## src/glitch_pkg.sv

```systemverilog
package glitch_pkg;

  // wishbone word address and data widths
  localparam int WB_ADDR_W = 4;
  localparam int WB_DATA_W = 32;

  // glitch pulse width in clock cycles
  // a programmed width of zero is stretched to one cycle
  typedef logic [7:0] glitch_width_t;

  // register map, word addresses
  // ctrl: bit 0 arm, bit 1 written as one clears done
  localparam logic [WB_ADDR_W-1:0] REG_CTRL       = 4'd0;
  // trigger to glitch offset in cycles
  localparam logic [WB_ADDR_W-1:0] REG_OFFSET     = 4'd1;
  // number of glitches in a burst
  localparam logic [WB_ADDR_W-1:0] REG_NUM        = 4'd2;
  // status: bit 0 sticky done, bit 1 busy, bits 15:8 glitch count
  localparam logic [WB_ADDR_W-1:0] REG_STATUS     = 4'd3;
  // per-glitch widths, one word each from here upward
  localparam logic [WB_ADDR_W-1:0] REG_WIDTH_BASE = 4'd4;

  // burst sequencer states
  typedef enum logic [1:0] {
    IDLE = 2'd0,
    WAIT = 2'd1,
    NEXT = 2'd2,
    DONE = 2'd3
  } seq_state_t;

endpackage

```

## src/glitch_cfg_if.sv

```systemverilog
`timescale 1ns/1ps

interface glitch_cfg_if import glitch_pkg::*; #(
  parameter int pMAX_GLITCHES     = 8,
  parameter int pNUM_GLITCH_WIDTH = 4
) ();

  // configuration, owned by the register bank
  logic                         arm;
  logic [WB_DATA_W-1:0]         offset;
  logic [pNUM_GLITCH_WIDTH-1:0] num_glitches;
  glitch_width_t                width [pMAX_GLITCHES];

  // status, returned by the glitch core
  logic                         done_set;
  logic                         busy;
  logic [pNUM_GLITCH_WIDTH-1:0] glitch_count;

  // register bank side
  modport regs (
    output arm, offset, num_glitches, width,
    input  done_set, busy, glitch_count
  );

  // sequencer and pulse generator side
  modport core (
    input  arm, offset, num_glitches, width,
    output done_set, busy, glitch_count
  );

endinterface

```

## src/glitch_pulse.sv

```systemverilog
`timescale 1ns/1ps

module glitch_pulse import glitch_pkg::*; #(
  parameter int pMAX_GLITCHES     = 8,
  parameter int pNUM_GLITCH_WIDTH = 4
) (
  input  logic                         clk,
  input  logic                         exttrig,
  input  logic                         fire,
  input  logic [pNUM_GLITCH_WIDTH-1:0] index,
  output logic                         glitch_out,
  output logic                         pulse_busy,
  glitch_cfg_if.core                   cfg
);

  glitch_width_t sel_width;
  glitch_width_t remaining;

  // width of the glitch being fired
  always_comb begin
    sel_width = '0;
    for (int i = 0; i < pMAX_GLITCHES; i++) begin
      if (index == pNUM_GLITCH_WIDTH'(i)) begin
        sel_width = cfg.width[i];
      end
    end
  end

  // back-pressure to the sequencer
  // covers the fire cycle and every cycle the output is high
  assign pulse_busy = fire | glitch_out;

  always_ff @(posedge clk or posedge exttrig) begin
    if (exttrig) begin
      glitch_out       <= 1'b0;
      remaining        <= '0;
      cfg.glitch_count <= '0;
    end else if (fire) begin
      glitch_out <= 1'b1;
      // zero width behaves as one cycle
      remaining  <= (sel_width == '0) ? glitch_width_t'(1) : sel_width;
      // first glitch of a burst restarts the count
      if (index == '0) begin
        cfg.glitch_count <= '0;
      end
    end else if (glitch_out) begin
      remaining <= remaining - glitch_width_t'(1);
      // last high cycle, count the pulse as it falls
      if (remaining == glitch_width_t'(1)) begin
        glitch_out       <= 1'b0;
        cfg.glitch_count <= cfg.glitch_count + pNUM_GLITCH_WIDTH'(1);
      end
    end
  end

endmodule

```

## src/glitch_regs.sv

```systemverilog
`timescale 1ns/1ps

module glitch_regs import glitch_pkg::*; #(
  parameter int pMAX_GLITCHES     = 8,
  parameter int pNUM_GLITCH_WIDTH = 4
) (
  input  logic                 clk,
  input  logic                 exttrig,
  input  logic                 wb_cyc,
  input  logic                 wb_stb,
  input  logic                 wb_we,
  input  logic [WB_ADDR_W-1:0] wb_adr,
  input  logic [WB_DATA_W-1:0] wb_wdata,
  output logic [WB_DATA_W-1:0] wb_rdata,
  output logic                 wb_ack,
  glitch_cfg_if.regs           cfg
);

  logic                 done_q;
  logic                 wb_req;
  logic [WB_DATA_W-1:0] rd_mux;
  logic [WB_DATA_W-1:0] status_word;

  // new request: strobe seen and not already in its ack cycle
  // so ack is exactly one cycle long even if stb lingers
  assign wb_req = wb_cyc & wb_stb & ~wb_ack;

  // status word layout
  assign status_word = {16'd0, 8'(cfg.glitch_count), 6'd0, cfg.busy, done_q};

  // read mux
  always_comb begin
    rd_mux = '0;
    case (wb_adr)
      REG_CTRL:   rd_mux = {{(WB_DATA_W-1){1'b0}}, cfg.arm};
      REG_OFFSET: rd_mux = cfg.offset;
      REG_NUM:    rd_mux = WB_DATA_W'(cfg.num_glitches);
      REG_STATUS: rd_mux = status_word;
      default: begin
        // width window, unmapped words read as zero
        for (int i = 0; i < pMAX_GLITCHES; i++) begin
          if (wb_adr == WB_ADDR_W'(REG_WIDTH_BASE + i)) begin
            rd_mux = WB_DATA_W'(cfg.width[i]);
          end
        end
      end
    endcase
  end

  // bus handshake and register writes
  always_ff @(posedge clk or posedge exttrig) begin
    if (exttrig) begin
      wb_ack           <= 1'b0;
      wb_rdata         <= '0;
      cfg.arm          <= 1'b0;
      cfg.offset       <= '0;
      cfg.num_glitches <= '0;
      for (int i = 0; i < pMAX_GLITCHES; i++) begin
        cfg.width[i] <= '0;
      end
    end else begin
      wb_ack <= wb_req;
      // read data lands together with ack
      if (wb_req) begin
        wb_rdata <= rd_mux;
      end
      if (wb_req && wb_we) begin
        case (wb_adr)
          REG_CTRL:   cfg.arm <= wb_wdata[0];
          REG_OFFSET: cfg.offset <= wb_wdata;
          REG_NUM: begin
            // clamp so the glitch index never leaves the width table
            if (wb_wdata > WB_DATA_W'(pMAX_GLITCHES)) begin
              cfg.num_glitches <= pNUM_GLITCH_WIDTH'(pMAX_GLITCHES);
            end else begin
              cfg.num_glitches <= wb_wdata[pNUM_GLITCH_WIDTH-1:0];
            end
          end
          default: begin
            for (int i = 0; i < pMAX_GLITCHES; i++) begin
              if (wb_adr == WB_ADDR_W'(REG_WIDTH_BASE + i)) begin
                cfg.width[i] <= wb_wdata[7:0];
              end
            end
          end
        endcase
      end
    end
  end

  // sticky done
  // a completion in the same cycle as a clear write wins
  always_ff @(posedge clk or posedge exttrig) begin
    if (exttrig) begin
      done_q <= 1'b0;
    end else if (cfg.done_set) begin
      done_q <= 1'b1;
    end else if (wb_req && wb_we && (wb_adr == REG_CTRL) && wb_wdata[1]) begin
      done_q <= 1'b0;
    end
  end

endmodule

```

## src/glitch_top.sv

```systemverilog
`timescale 1ns/1ps

module glitch_top import glitch_pkg::*; #(
  parameter int pMAX_GLITCHES     = 8,
  parameter int pNUM_GLITCH_WIDTH = 4,
  parameter int pSYNC_STAGES      = 2
) (
  input  logic                         clk,
  input  logic                         exttrig,
  // wishbone classic slave
  input  logic                         wb_cyc,
  input  logic                         wb_stb,
  input  logic                         wb_we,
  input  logic [WB_ADDR_W-1:0]         wb_adr,
  input  logic [WB_DATA_W-1:0]         wb_wdata,
  output logic [WB_DATA_W-1:0]         wb_rdata,
  output logic                         wb_ack,
  // trigger and glitch pins
  input  logic                         trig_in,
  output logic                         glitch_out,
  output logic [pNUM_GLITCH_WIDTH-1:0] glitch_index,
  output logic                         done
);

  logic trig_event;
  logic fire;
  logic idle;
  logic pulse_busy;

  // shared configuration and status
  glitch_cfg_if #(
    .pMAX_GLITCHES     (pMAX_GLITCHES),
    .pNUM_GLITCH_WIDTH (pNUM_GLITCH_WIDTH)
  ) cfg_if ();

  glitch_regs #(
    .pMAX_GLITCHES     (pMAX_GLITCHES),
    .pNUM_GLITCH_WIDTH (pNUM_GLITCH_WIDTH)
  ) i_regs (
    .clk      (clk),
    .exttrig  (exttrig),
    .wb_cyc   (wb_cyc),
    .wb_stb   (wb_stb),
    .wb_we    (wb_we),
    .wb_adr   (wb_adr),
    .wb_wdata (wb_wdata),
    .wb_rdata (wb_rdata),
    .wb_ack   (wb_ack),
    .cfg      (cfg_if.regs)
  );

  // arm gating sees the sequencer idle flag
  trig_cond #(
    .pSYNC_STAGES (pSYNC_STAGES)
  ) i_trig_cond (
    .clk        (clk),
    .exttrig    (exttrig),
    .trig_in    (trig_in),
    .arm        (cfg_if.arm),
    .idle       (idle),
    .trig_event (trig_event)
  );

  trigger_resync #(
    .pNUM_GLITCH_WIDTH (pNUM_GLITCH_WIDTH)
  ) i_seq (
    .clk        (clk),
    .exttrig    (exttrig),
    .trig_event (trig_event),
    .pulse_busy (pulse_busy),
    .fire       (fire),
    .idle       (idle),
    .done       (done),
    .index      (glitch_index),
    .cfg        (cfg_if.core)
  );

  glitch_pulse #(
    .pMAX_GLITCHES     (pMAX_GLITCHES),
    .pNUM_GLITCH_WIDTH (pNUM_GLITCH_WIDTH)
  ) i_pulse (
    .clk        (clk),
    .exttrig    (exttrig),
    .fire       (fire),
    .index      (glitch_index),
    .glitch_out (glitch_out),
    .pulse_busy (pulse_busy),
    .cfg        (cfg_if.core)
  );

endmodule

```

## src/trig_cond.sv

```systemverilog
`timescale 1ns/1ps

module trig_cond #(
  parameter int pSYNC_STAGES = 2
) (
  input  logic clk,
  input  logic exttrig,
  input  logic trig_in,
  input  logic arm,
  input  logic idle,
  output logic trig_event
);

  logic [pSYNC_STAGES-1:0] sync_q;
  logic                    edge_q;
  logic                    trig_rise;

  // trigger pin is asynchronous to clk
  // first stage may go metastable, later stages settle it
  always_ff @(posedge clk or posedge exttrig) begin
    if (exttrig) begin
      sync_q <= '0;
    end else begin
      sync_q[0] <= trig_in;
      for (int i = 1; i < pSYNC_STAGES; i++) begin
        sync_q[i] <= sync_q[i-1];
      end
    end
  end

  // rising edge of the synchronized pin
  assign trig_rise = sync_q[pSYNC_STAGES-1] & ~edge_q;

  // edge register and gated event
  // an edge while disarmed or mid-burst is simply dropped
  always_ff @(posedge clk or posedge exttrig) begin
    if (exttrig) begin
      edge_q     <= 1'b0;
      trig_event <= 1'b0;
    end else begin
      edge_q     <= sync_q[pSYNC_STAGES-1];
      trig_event <= trig_rise & arm & idle;
    end
  end

endmodule

```

## src/trigger_resync.sv

```systemverilog
`timescale 1ns/1ps

module trigger_resync import glitch_pkg::*; #(
  parameter int pNUM_GLITCH_WIDTH = 4
) (
  input  logic                         clk,
  input  logic                         exttrig,
  input  logic                         trig_event,
  // pulse generator has a pulse pending or high
  input  logic                         pulse_busy,
  output logic                         fire,
  output logic                         idle,
  output logic                         done,
  output logic [pNUM_GLITCH_WIDTH-1:0] index,
  glitch_cfg_if.core                   cfg
);

  seq_state_t           state;
  logic [WB_DATA_W-1:0] delay_cnt;
  logic                 offset_hit;
  logic                 last_glitch;

  // offset reached while waiting
  assign offset_hit = (state == WAIT) && (delay_cnt == cfg.offset);

  // current index is the final glitch of the burst
  assign last_glitch = (index == (cfg.num_glitches - pNUM_GLITCH_WIDTH'(1)));

  assign idle = (state == IDLE);

  // status reports the whole burst, not just the pulse
  assign cfg.busy = ~idle;

  // one-cycle completion strobe into the register bank
  assign cfg.done_set = done;

  // offset counter
  // starts at zero on every entry to WAIT
  always_ff @(posedge clk or posedge exttrig) begin
    if (exttrig) begin
      delay_cnt <= '0;
    end else if ((state == WAIT) && !offset_hit) begin
      delay_cnt <= delay_cnt + 32'd1;
    end else begin
      delay_cnt <= '0;
    end
  end

  // burst sequencer
  always_ff @(posedge clk or posedge exttrig) begin
    if (exttrig) begin
      state <= IDLE;
      fire  <= 1'b0;
      done  <= 1'b0;
      index <= '0;
    end else begin
      // fire goes out the cycle after the offset match
      fire <= offset_hit;
      done <= 1'b0;
      case (state)
        IDLE: begin
          index <= '0;
          // an empty burst never leaves idle
          if (trig_event && (cfg.num_glitches != '0)) begin
            state <= WAIT;
          end
        end
        WAIT: begin
          if (offset_hit) begin
            state <= last_glitch ? DONE : NEXT;
          end
        end
        NEXT: begin
          // hold until the current pulse has ended
          // fire itself keeps busy high on the first cycle here
          if (!pulse_busy) begin
            index <= index + pNUM_GLITCH_WIDTH'(1);
            state <= WAIT;
          end
        end
        DONE: begin
          // count can be stale from the previous burst until the
          // last fire is taken, so also wait for the pulse to clear
          if (!pulse_busy && (cfg.glitch_count == cfg.num_glitches)) begin
            done  <= 1'b1;
            state <= IDLE;
          end
        end
        default: state <= IDLE;
      endcase
    end
  end

endmodule
```

## config.mk

```make
export PLATFORM = sky130hd
export DESIGN_NAME = glitch_top
export DESIGN_NICKNAME = d
export VERILOG_FILES = /design/src/glitch_pkg.sv /design/src/glitch_cfg_if.sv /design/src/glitch_pulse.sv /design/src/glitch_regs.sv /design/src/glitch_top.sv /design/src/trig_cond.sv /design/src/trigger_resync.sv
export SDC_FILE = /design/constraint.sdc
export NUM_CORES = 1
export LEC_CHECK = 0
export ABC_AREA = 1
export BUFFER_PORTS_ARGS = -buffer_cell sky130_fd_sc_hd__buf_2
export CORE_MARGIN = 1
export CORE_UTILIZATION = 30
export CTS_CLUSTER_DIAMETER = 80
export DETAILED_ROUTE_END_ITERATION = 10
export PLACE_DENSITY = 0.47
export SETUP_SLACK_MARGIN = 0.4
export SLEW_MARGIN = 0
export SYNTH_ARGS = -nofsm -noshare
export SYNTH_HDL_FRONTEND = slang
export SYNTH_SLANG_ARGS = --single-unit
```

## constraint.sdc

```tcl
create_clock -name clk -period 5.55 [get_ports clk]
set_input_delay 0.555 -clock clk [delete_from_list [all_inputs] [get_ports clk]]
set_output_delay 0.555 -clock clk [all_outputs]
set_load 0.01 [all_outputs]
```

==> results of run 1 <==
sequential cells by signal, indices dropped and copies added, names as in the netlist, 2 cells and up:
signal                    flops
i_regs.cfg.width             64
i_regs.cfg.offset            32
i_regs.wb_rdata              32
i_seq.delay_cnt              32
i_pulse.remaining             8
i_pulse.cfg.glitch_count      4
i_regs.cfg.num_glitches       4
i_seq.index                   4
i_seq.state                   2
i_trig_cond.sync_q            2
metal layers:
metal	global-route usage, %	wire, µm
met1	29.5	15900
met2	30.1	14100
met3	3.53	1500
met4	5.57	553
met5	0	0
worst max path at each step:
stage	from	endpoint	slack (ns)	depth (start not counted)
6_report	i_seq.index[1]	i_pulse.remaining[0]	2.70	14
5_1_grt	i_seq.index[1]	i_pulse.remaining[0]	2.46	14
4_1_cts	i_seq.index[1]	i_pulse.remaining[0]	2.71	14
3_5_place_dp	i_seq.index[1]	i_pulse.remaining[0]	2.72	14
3_3_place_gp	i_seq.index[1]	i_pulse.remaining[0]	2.72	14
2_1_floorplan	exttrig	i_pulse.cfg.glitch_count[0]	2.52	1
power groups by stage:
stage	sequential, mW	combinational (mW)	clock (mW)
3_3_place_gp	1.69	0.784	0
4_1_cts	1.66	0.792	1.35
5_1_grt	1.68	0.886	1.40
6_report	1.67	0.784	1.32
2_1_floorplan	1.65	0.526	0
3_5_place_dp	1.69	0.790	0
cell type report:
class	instances	area [µm²]	area share (%)
Multi-Input combinational cell	873	4370	38.7
Clock inverter	13	163	1.44
Timing Repair Buffer	84	443	3.92
Tap cell	435	544	4.81
Sequential cell	192	4800	42.5
Inverter	140	531	4.69
Clock buffer	19	453	4.00
per-stage QoR:
step,power [mW],hold slack (ns),setup slack (ns)
detailed placement,2.48,0.343,2.72
global placement,2.48,0.345,2.72
finish,3.77,0.213,2.70
CTS,3.80,0.193,2.71
global route,3.97,0.191,2.46
floorplan,2.18,0.331,2.52
kinds of logic after synthesis:
group,count (synthesis),synth area share (%)
mux,1,0.102
xor+xnor,46,4.09
compound gates,225,12.8
buf+inv,174,6.82
flops,192,48.8
simple gates,592,26.3
fa+ha+maj,9,1.14
synth_stat cells, types with 2 or more instances:
cell,instances,area share (%)
o2111ai_1,8,0.71
nand2_1,288,11
xor2_1,20,1.8
nor3b_1,2,0.15
nor3_1,31,1.6
inv_1,133,5.1
buf_2,5,0.25
nand2_2,7,0.44
nor2_4,4,0.46
o21ai_0,124,6.3
o21a_1,3,0.23
a21boi_1,5,0.38
clkbuf_1,25,0.95
ha_1,9,1.1
a211oi_1,3,0.23
buf_4,3,0.23
dfrtp_1,192,49
nand3_1,72,3.7
nor2_2,9,0.57
nor2_1,128,4.9
o22ai_1,7,0.44
nor4_1,10,0.64
o221ai_1,5,0.44
o211ai_1,6,0.46
a21oi_1,55,2.8
inv_2,6,0.23
or2_1,5,0.32
nor3_2,3,0.30
xnor2_1,26,2.3
nand4_1,28,1.8
worst reg2reg max path: cells and delay by family (launching register included):
kind / cells / cell delay (ns)
adders and majority gates: 1 / 0.47
buffers and inverters: 3 / 0.50
DFF: 1 / 0.46
and+or+nand+nor: 9 / 1.08
AOI/OAI and AO/OA: 1 / 0.30
==> impl_metrics.tcl, run 1 <==
set metrics [dict create \
    finalCritPeriodShare_pct 51.3 \
    antenna_found_initial 0 \
    post_cts_buffers 0 \
    place_inst 1724 \
    grt-ovfl-total 0 \
    ant_nets 0 \
    setup-tns-final_ns 0 \
    drive_gt1_share_pct 11.5 \
    port_buffers 80 \
    rsz0062_at_grt "false" \
    ctsResizeCount 0 \
    drtIter0Drc 706 \
    combPwrFrac_pct 20.8 \
    p_sw_mw 1.29 \
    end_kind "flip-flop" \
    htree_levels 4 \
    dp_hpwl_um 23800 \
    drc 0 \
    min_period_ns 2.85 \
    hold_path_depth 1 \
    antenna_cells 0 \
    async_reset_ff_share_pct 100 \
    drv_slew 0 \
    hold_end "i_trig_cond.sync_q[0]" \
    die_w_um 183 \
    cts.sinks 192 \
    io_pins 81 \
    final_common_cell "nand2_1" \
    pwr-share-seq_pct 44.2 \
    worstPathMaxFanout 14 \
    syn-num-nets 1290 \
    cp_common_cell "nand2_1" \
    core_mm2 0.0320 \
    cts.path.max_buffers 2 \
    initial_utilization_pct 30.8 \
    clockPowerShare_pct 34.9 \
    insertion_delay_ns 0.45 \
    syn_inst 1239 \
    switching_share_pct 34.2 \
    tightest_slew_ns 1.07 \
    syn_area_mm2 0.00985 \
    r2r_end "i_pulse.remaining[0]" \
    yosysWarnings 0 \
    crit_slowest_cell "nor2_2" \
    crit_family "simple AND/OR/NAND/NOR gates" \
    nets 1359 \
    ff2ff_path_depth 14 \
    root_buffer "clkbuf_16" \
    grt_max_degree 155 \
    synth_cell_types 47 \
    slew_headroom_pct 28.4 \
    start_kind "flip-flop" \
    fin_cells 1756 \
    cts_hold_buf 0 \
    num_vias 8602 \
    cp_num_buf_inv 3 \
    fin_area_mm2 0.0113 \
    yosys_register_bits 192 \
    numCtsBuffers 17 \
    synth_top_flop_cell "dfrtp_1" \
    dieArea_mm2 0.0336 \
    post-route-util_pct 35.4 \
    routed_wl_um 32000 \
    crit_required_ns 5.94 \
    reg2reg_from "i_seq.index[1]" \
    grt_pass1_vias 8482 \
    path_class "reg -> reg" \
    hold_viol 0 \
    fin_skew_ns 0.0153 \
    syn-mean-instance-area_um2 7.95 \
    max_freq_mhz 351 \
    p_int_mw 2.48 \
    clkTransAtPathRegs_ns 0.08 \
    cpPeakStageDelay_ns 0.48 \
    worstPathCellList "inv_1, ha_1, inv_1, nor2_2, inv_2, nand2_1, nand2_1, a21boi_1, nand2_1, nor2_1, nand2_1, nand2_1, nand2_1, nand2_1" \
    cts_tree "yes" \
    area_growth_pct 14.9 \
    grt_first_pass_wirelength_um 50700 \
    leakage_nw 5.22 \
    gp_congestion 0.880 \
    powerDensity_mw_per_mm2 333 \
    nFillCells 3417 \
    dpl_cell_area_mm2 0.0107 \
    ys_seq_area_share_pct 48.8 \
    peakVddDrop_mv 0.242 \
    status "finished clean" \
    r2r_slack_ns 2.70 \
    viasPerCell 4.90 \
    fp.dieH_um 183 \
    synth-edff-count 0 \
    grt_util_all_layers_pct 20.1 \
    finalSetupViolCount 0 \
    hold_path.class "in -> reg" \
    mostFrequentLayoutCells "287 x nand2_1, 192 x dfrtp_1, 132 x inv_1, 128 x nor2_1, 124 x o21ai_0" \
    wl_per_cell_um 18.2 \
    hold_path.startpoint "trig_in" \
    worstPathArrival_ns 3.24 \
    cap_violations 0 \
    num_rows 65 \
    drtPass1Iterations 5 \
]
No activity file was read; power rests on OpenSTA's default activity.
==> inputs of run 2 (changes only) <==
--- a/config.mk
+++ b/config.mk
@@ -11,7 +11,7 @@
 export CORE_UTILIZATION = 30
 export CTS_CLUSTER_DIAMETER = 80
 export DETAILED_ROUTE_END_ITERATION = 10
-export PLACE_DENSITY = 0.47
+export PLACE_DENSITY = 0.46
 export SETUP_SLACK_MARGIN = 0.4
 export SLEW_MARGIN = 0
 export SYNTH_ARGS = -nofsm -noshare
==> constraint.sdc (replaced) <==
create_clock -name clk -period 2.7 [get_ports clk]
set_input_delay 0.27 -clock clk [delete_from_list [all_inputs] [get_ports clk]]
set_output_delay 0.27 -clock clk [all_outputs]
set_load 0.01 [all_outputs]
==> run 2 against run 1 <==
Combinational power increased by 120%. First-iteration DRC count increased by 11%. Routed wire length increased by 4.0%. Sequential cell count unchanged. Power increased by 110%. Setup slack got worse by 2.1 ns. Critical path depth increased by 1. Global-route usage increased by 0.71 points. Critical endpoint unchanged. Highest routed layer unchanged.
==> impl_metrics.tcl, run 2 (synthesized netlist as in run 1, its figures left out) <==
set metrics [dict create \
    hold_end "i_regs.cfg.offset[13]" \
    cts.path.max_buffers 2 \
    max_freq_mhz 471 \
    die_w_um 183 \
    root_buffer "clkbuf_16" \
    powerDensity_mw_per_mm2 672 \
    tightest_slew_ns 0.748 \
    drtPass1Iterations 6 \
    port_buffers 80 \
    clkTransAtPathRegs_ns 0.08 \
    io_pins 81 \
    reg2reg_from "i_seq.index[0]" \
    hold_path.class "in -> reg" \
    finalSetupViolCount 0 \
    design_power_total_mw 7.77 \
    cts.sinks 192 \
    grt-ovfl-total 0 \
    nets 1385 \
    largest_reg_flops 64 \
    hold_path_depth 3 \
    slew_headroom_pct 50.1 \
    hold_path.startpoint "wb_wdata[13]" \
    wl_per_cell_um 18.7 \
    viasPerCell 4.91 \
    cap_violations 0 \
    fp.dieH_um 183 \
    htree_levels 4 \
    r2r_end "i_pulse.remaining[0]" \
    crit_required_ns 3.09 \
    min_period_ns 2.13 \
    num_rows 65 \
    final_common_cell "nand2_1" \
    grt_first_pass_wirelength_um 52500 \
    grt_max_degree 49 \
    drc 0 \
    area_growth_pct 17.4 \
    initial_utilization_pct 30.8 \
    insertion_delay_ns 0.46 \
    end_kind "flip-flop" \
    place_inst 1746 \
    peakVddDrop_mv 0.472 \
    ant_nets 0 \
    leakage_nw 5.35 \
    mostFrequentLayoutCells "285 x nand2_1, 191 x dfrtp_1, 131 x inv_1, 126 x nor2_1, 124 x o21ai_0" \
    antenna_cells 0 \
    start_kind "flip-flop" \
    status "finished clean" \
    drtIter0Drc 785 \
    grt_util_all_layers_pct 20.8 \
    nFillCells 3373 \
    dieArea_mm2 0.0336 \
    drv_slew 0 \
    hold_viol 0 \
    routed_wl_um 33300 \
    worstPathMaxFanout 16 \
    core_mm2 0.0320 \
    fin_cells 1781 \
    fin_skew_ns 0.0153 \
    dp_hpwl_um 25400 \
    cts_tree "yes" \
    finalCritPeriodShare_pct 78.7 \
    antenna_found_initial 0 \
    numCtsBuffers 17 \
    r2r_slack_ns 0.57 \
    gp_congestion 0.926 \
    grt_pass1_vias 8598 \
    worstPathArrival_ns 2.52 \
    num_vias 8740 \
    max_flop_register "i_regs.cfg.width" \
    rsz0062_at_grt "true" \
    drive_gt1_share_pct 13.5 \
    ff2ff_path_depth 15 \
    setup-tns-final_ns 0 \
    post-route-util_pct 36.2 \
    path_class "reg -> reg" \
]
-- run 2: layout make-up --
type,instances,area (µm²),area share (%)
Sequential cell,192,4810,41.6
Multi-Input combinational cell,873,4420,38.2
Timing Repair Buffer,110,681,5.89
Tap cell,435,544,4.71
Inverter,140,531,4.59
Clock buffer,19,433,3.74
Clock inverter,12,150,1.30
-- run 2: how the worst max path moves through the flow --
stage                   start                           to  slack (ns)  cells past startpoint
2_1_floorplan         exttrig  i_pulse.cfg.glitch_count[0]       -0.05                      1
3_3_place_gp   i_seq.index[3]         i_pulse.remaining[0]        0.42                     14
3_5_place_dp   i_seq.index[0]         i_pulse.remaining[0]        0.36                     15
4_1_cts        i_seq.index[0]         i_pulse.remaining[0]        0.44                     15
5_1_grt        i_seq.index[0]         i_pulse.remaining[0]        0.38                     15
6_report       i_seq.index[0]         i_pulse.remaining[0]        0.57                     15
-- run 2: worst max-delay path, stage by stage (launching register included) --
cell and delay (ns):
dfrtp_2 0.47, inv_2 0.12, ha_1 0.22, nand2_4 0.13
or2_1 0.23, nand3_1 0.11, nand3_1 0.09, nand2_1 0.07
nand2_1 0.07, a21boi_2 0.15, nand2_1 0.07, nor2_1 0.12
nand2_1 0.06, nand2_1 0.05, nand2_1 0.04, nand2_1 0.05
-- run 2: what timing repair did --
item	4_1_cts	5_1_grt
endpoints found under the setup margin	1	5
pin swaps	1	1
hold buffers	2	0
endpoints found under the hold margin	15	0
setup buffers	1	1
gates resized for setup	2	11
-- run 2: power breakdown --
group | total [mW] | switching, mW | internal [mW] | leakage (nW)
clock network | 2.61 | 1.22 | 1.39 | 0.279
logic | 1.74 | 1.13 | 0.615 | 2.57
registers | 3.43 | 0.283 | 3.14 | 2.50
total | 7.77 | 2.63 | 5.15 | 5.35
-- run 2: per-layer routing --
metal | share of wire [%] | global-route usage [%] | vias to the layer above | routed length (µm)
met4 | 1.7 | 5.57 | 0 | 557
met1 | 49 | 29.9 | 4249 | 16400
met5 | 0 | 0 | - | 0
met2 | 45 | 32.2 | 205 | 15000
met3 | 4.0 | 3.47 | 25 | 1330
li1 | - | - | 4261 | -
-- run 2: stage by stage --
stage          hold WS, ns  setup WS (ns)  cell area (µm²)
3_5_place_dp         0.331          0.362            10900
2_1_floorplan        0.301        -0.0464             9850
5_1_grt             0.0647          0.376            11600
3_3_place_gp         0.323          0.417            10900
4_1_cts             0.0627          0.441            11500
6_report            0.0829          0.575            11600
==> inputs of run 3 (changes only) <==
==> constraint.sdc (replaced) <==
create_clock -name clk -period 2 [get_ports clk]
set_input_delay 0.2 -clock clk [delete_from_list [all_inputs] [get_ports clk]]
set_output_delay 0.2 -clock clk [all_outputs]
set_load 0.01 [all_outputs]
==> run 3 against run 2 <==
The flow now finishes with violations (negative setup slack). Largest power group unchanged. Via count increased by 5.9%. Critical path depth is 1 lower. Design area grew 17%. Global-route usage up 0.46 points. Clock skew shrank 0.00094 ns. Power grew 57%. Die area stayed put. Largest cell class is now multi-input gates.
==> impl_metrics.tcl, run 3 (synthesized netlist as in run 1, its figures left out) <==
set metrics [dict create \
    grt_util_all_layers_pct 21.3 \
    start_kind "flip-flop" \
    port_buffers 80 \
    core_mm2 0.0320 \
    path_class "reg -> reg" \
    wl_met1_um 16600 \
    max_freq_mhz 488 \
    largest_reg_flops 64 \
    viasPerCell 4.87 \
    max_flop_register "i_regs.cfg.width" \
    drive_gt1_share_pct 30.0 \
    root_buffer "clkbuf_16" \
    wl_met3_um 1980 \
    final_common_cell "nand2_1" \
    hold_path.class "in -> reg" \
    switching_share_pct 35.6 \
    worstPathArrival_ns 2.40 \
    num_vias 9253 \
    die_w_um 183 \
    grt_max_degree 65 \
    cts.sinks 192 \
    cap_violations 0 \
    dr_wl_met2_um 15700 \
    routed.top_layer "met4" \
    wl_per_cell_um 18.5 \
    cts.path.max_buffers 2 \
    tightest_slew_ns 0.569 \
    hold_viol 0 \
    combPwrFrac_pct 33.0 \
    num_rows 65 \
    mostFrequentLayoutCells "271 x nand2_1, 183 x dfrtp_1, 122 x inv_1, 115 x o21ai_0, 107 x buf_4" \
    grt_first_pass_wirelength_um 53500 \
    area_growth_pct 37.8 \
    status "finished with violations" \
    grt-ovfl-total 0 \
    fin_area_mm2 0.0136 \
    numCtsBuffers 17 \
    drv_slew 0 \
    min_period_ns 2.05 \
    insertion_delay_ns 0.46 \
    place_worst_setup_slack_ns -0.0971 \
    ant_nets 0 \
    peakVddDrop_mv 0.622 \
    initial_utilization_pct 30.8 \
    crit_required_ns 2.35 \
    htree_levels 4 \
    routed_wl_um 35100 \
    slew_headroom_pct 62.1 \
    holdWs_ns 0.0255 \
    violations "negative setup slack" \
    design_power_total_mw 12.2 \
    nets 1503 \
    drc 0 \
    drtIter0Drc 812 \
    fp.dieH_um 183 \
    clockPowerShare_pct 28.9 \
    worstPathMaxFanout 4 \
    finalCritPeriodShare_pct 102 \
    pwr-share-seq_pct 38.1 \
    finalSetupViolCount 3 \
    fin_skew_ns 0.0144 \
    grt_pass1_vias 8773 \
    dp_hpwl_um 25900 \
    antenna_found_initial 0 \
    io_pins 81 \
    rsz0062_at_grt "true" \
    cts_tree "yes" \
    antenna_cells 0 \
    leakage_nw 6.30 \
    p_int_mw 7.87 \
    dpl_cell_area_mm2 0.0116 \
    p_sw_mw 4.36 \
    clkTransAtPathRegs_ns 0.08 \
    gp_congestion 0.928 \
    dieArea_mm2 0.0336 \
    powerDensity_mw_per_mm2 901 \
    nFillCells 3219 \
    end_kind "flip-flop" \
    drtPass1Iterations 6 \
    setup_slack_ns -0.0489 \
]
run 3: path summary, 6_finish.rpt:
| path | startpoint | to | slack (ns) | cells past startpoint |
|---|---|---|---|---|
| max in group asynchronous | exttrig | i_seq.delay_cnt[13] | 0.98 | 5 |
| worst max register to register | i_seq.delay_cnt[0] | i_seq.delay_cnt[30] | -0.05 | 14 |
| worst min register to register | i_trig_cond.sync_q[0] | i_trig_cond.sync_q[1] | 0.35 | 0 |
| worst min-delay path | wb_wdata[22] | i_regs.cfg.offset[22] | 0.03 | 3 |
| worst max-delay path | i_seq.delay_cnt[0] | i_seq.delay_cnt[30] | -0.05 | 14 |
| min in group asynchronous | exttrig | i_regs.cfg.offset[23] | 0.32 | 3 |
run 3: power by group through the flow:
stage / registers, mW / logic [mW] / clock network, mW
final: 4.66 / 4.03 / 3.54
after global routing: 4.70 / 4.37 / 3.73
after CTS: 4.63 / 3.36 / 3.59
after detailed placement: 4.69 / 2.69 / 0
after global placement: 4.68 / 2.69 / 0
after floorplan: 4.59 / 1.50 / 0
run 3: cell type report:
cell class | count | area (µm²) | share of cell area [%]
Multi-Input combinational cell | 874 | 5260 | 38.8
Sequential cell | 192 | 4820 | 35.5
Timing Repair Buffer | 227 | 1820 | 13.4
Tap cell | 435 | 544 | 4.01
Inverter | 140 | 543 | 4.00
Clock buffer | 19 | 433 | 3.19
Clock inverter | 13 | 149 | 1.10
run 3: metal layers:
metal	GRT usage [%]	vias up
li1	-	4507
met1	30.7	4429
met2	32.3	277
met3	3.55	40
met4	6.73	0
met5	0	-
run 3: metrics by stage:
stage	utilization (%)	cells	TNS (ns)
detailed placement	36.1	1817	-0.226
floorplan	-	1239	-129.88
finish	42.5	1900	-0.0950
global placement	36.1	1817	-0.0330
global route	42.5	1900	-1.00
CTS	39.8	1877	0
run 3: repair_timing:
item / in CTS / in global routing
gates cloned: 2 / 2
gates resized for setup: 78 / 148
hold endpoints to repair: 21 / 0
setup endpoints to repair: 132 / 115
buffers inserted: 19 / 21
pin swaps: 18 / 64
hold buffers: 7 / 0
run 3: worst max-delay path, stage by stage, from the launching register on:
cell,delay [ns]
dfrtp_1,0.42
buf_6,0.13
ha_4,0.12
nand2_2,0.05
inv_2,0.07
nand2_4,0.05
nor2_4,0.09
inv_2,0.06
nor2_4,0.15
nand3_4,0.11
nor3_4,0.19
nand2_2,0.12
buf_6,0.14
nor3_4,0.18
nor3b_2,0.06
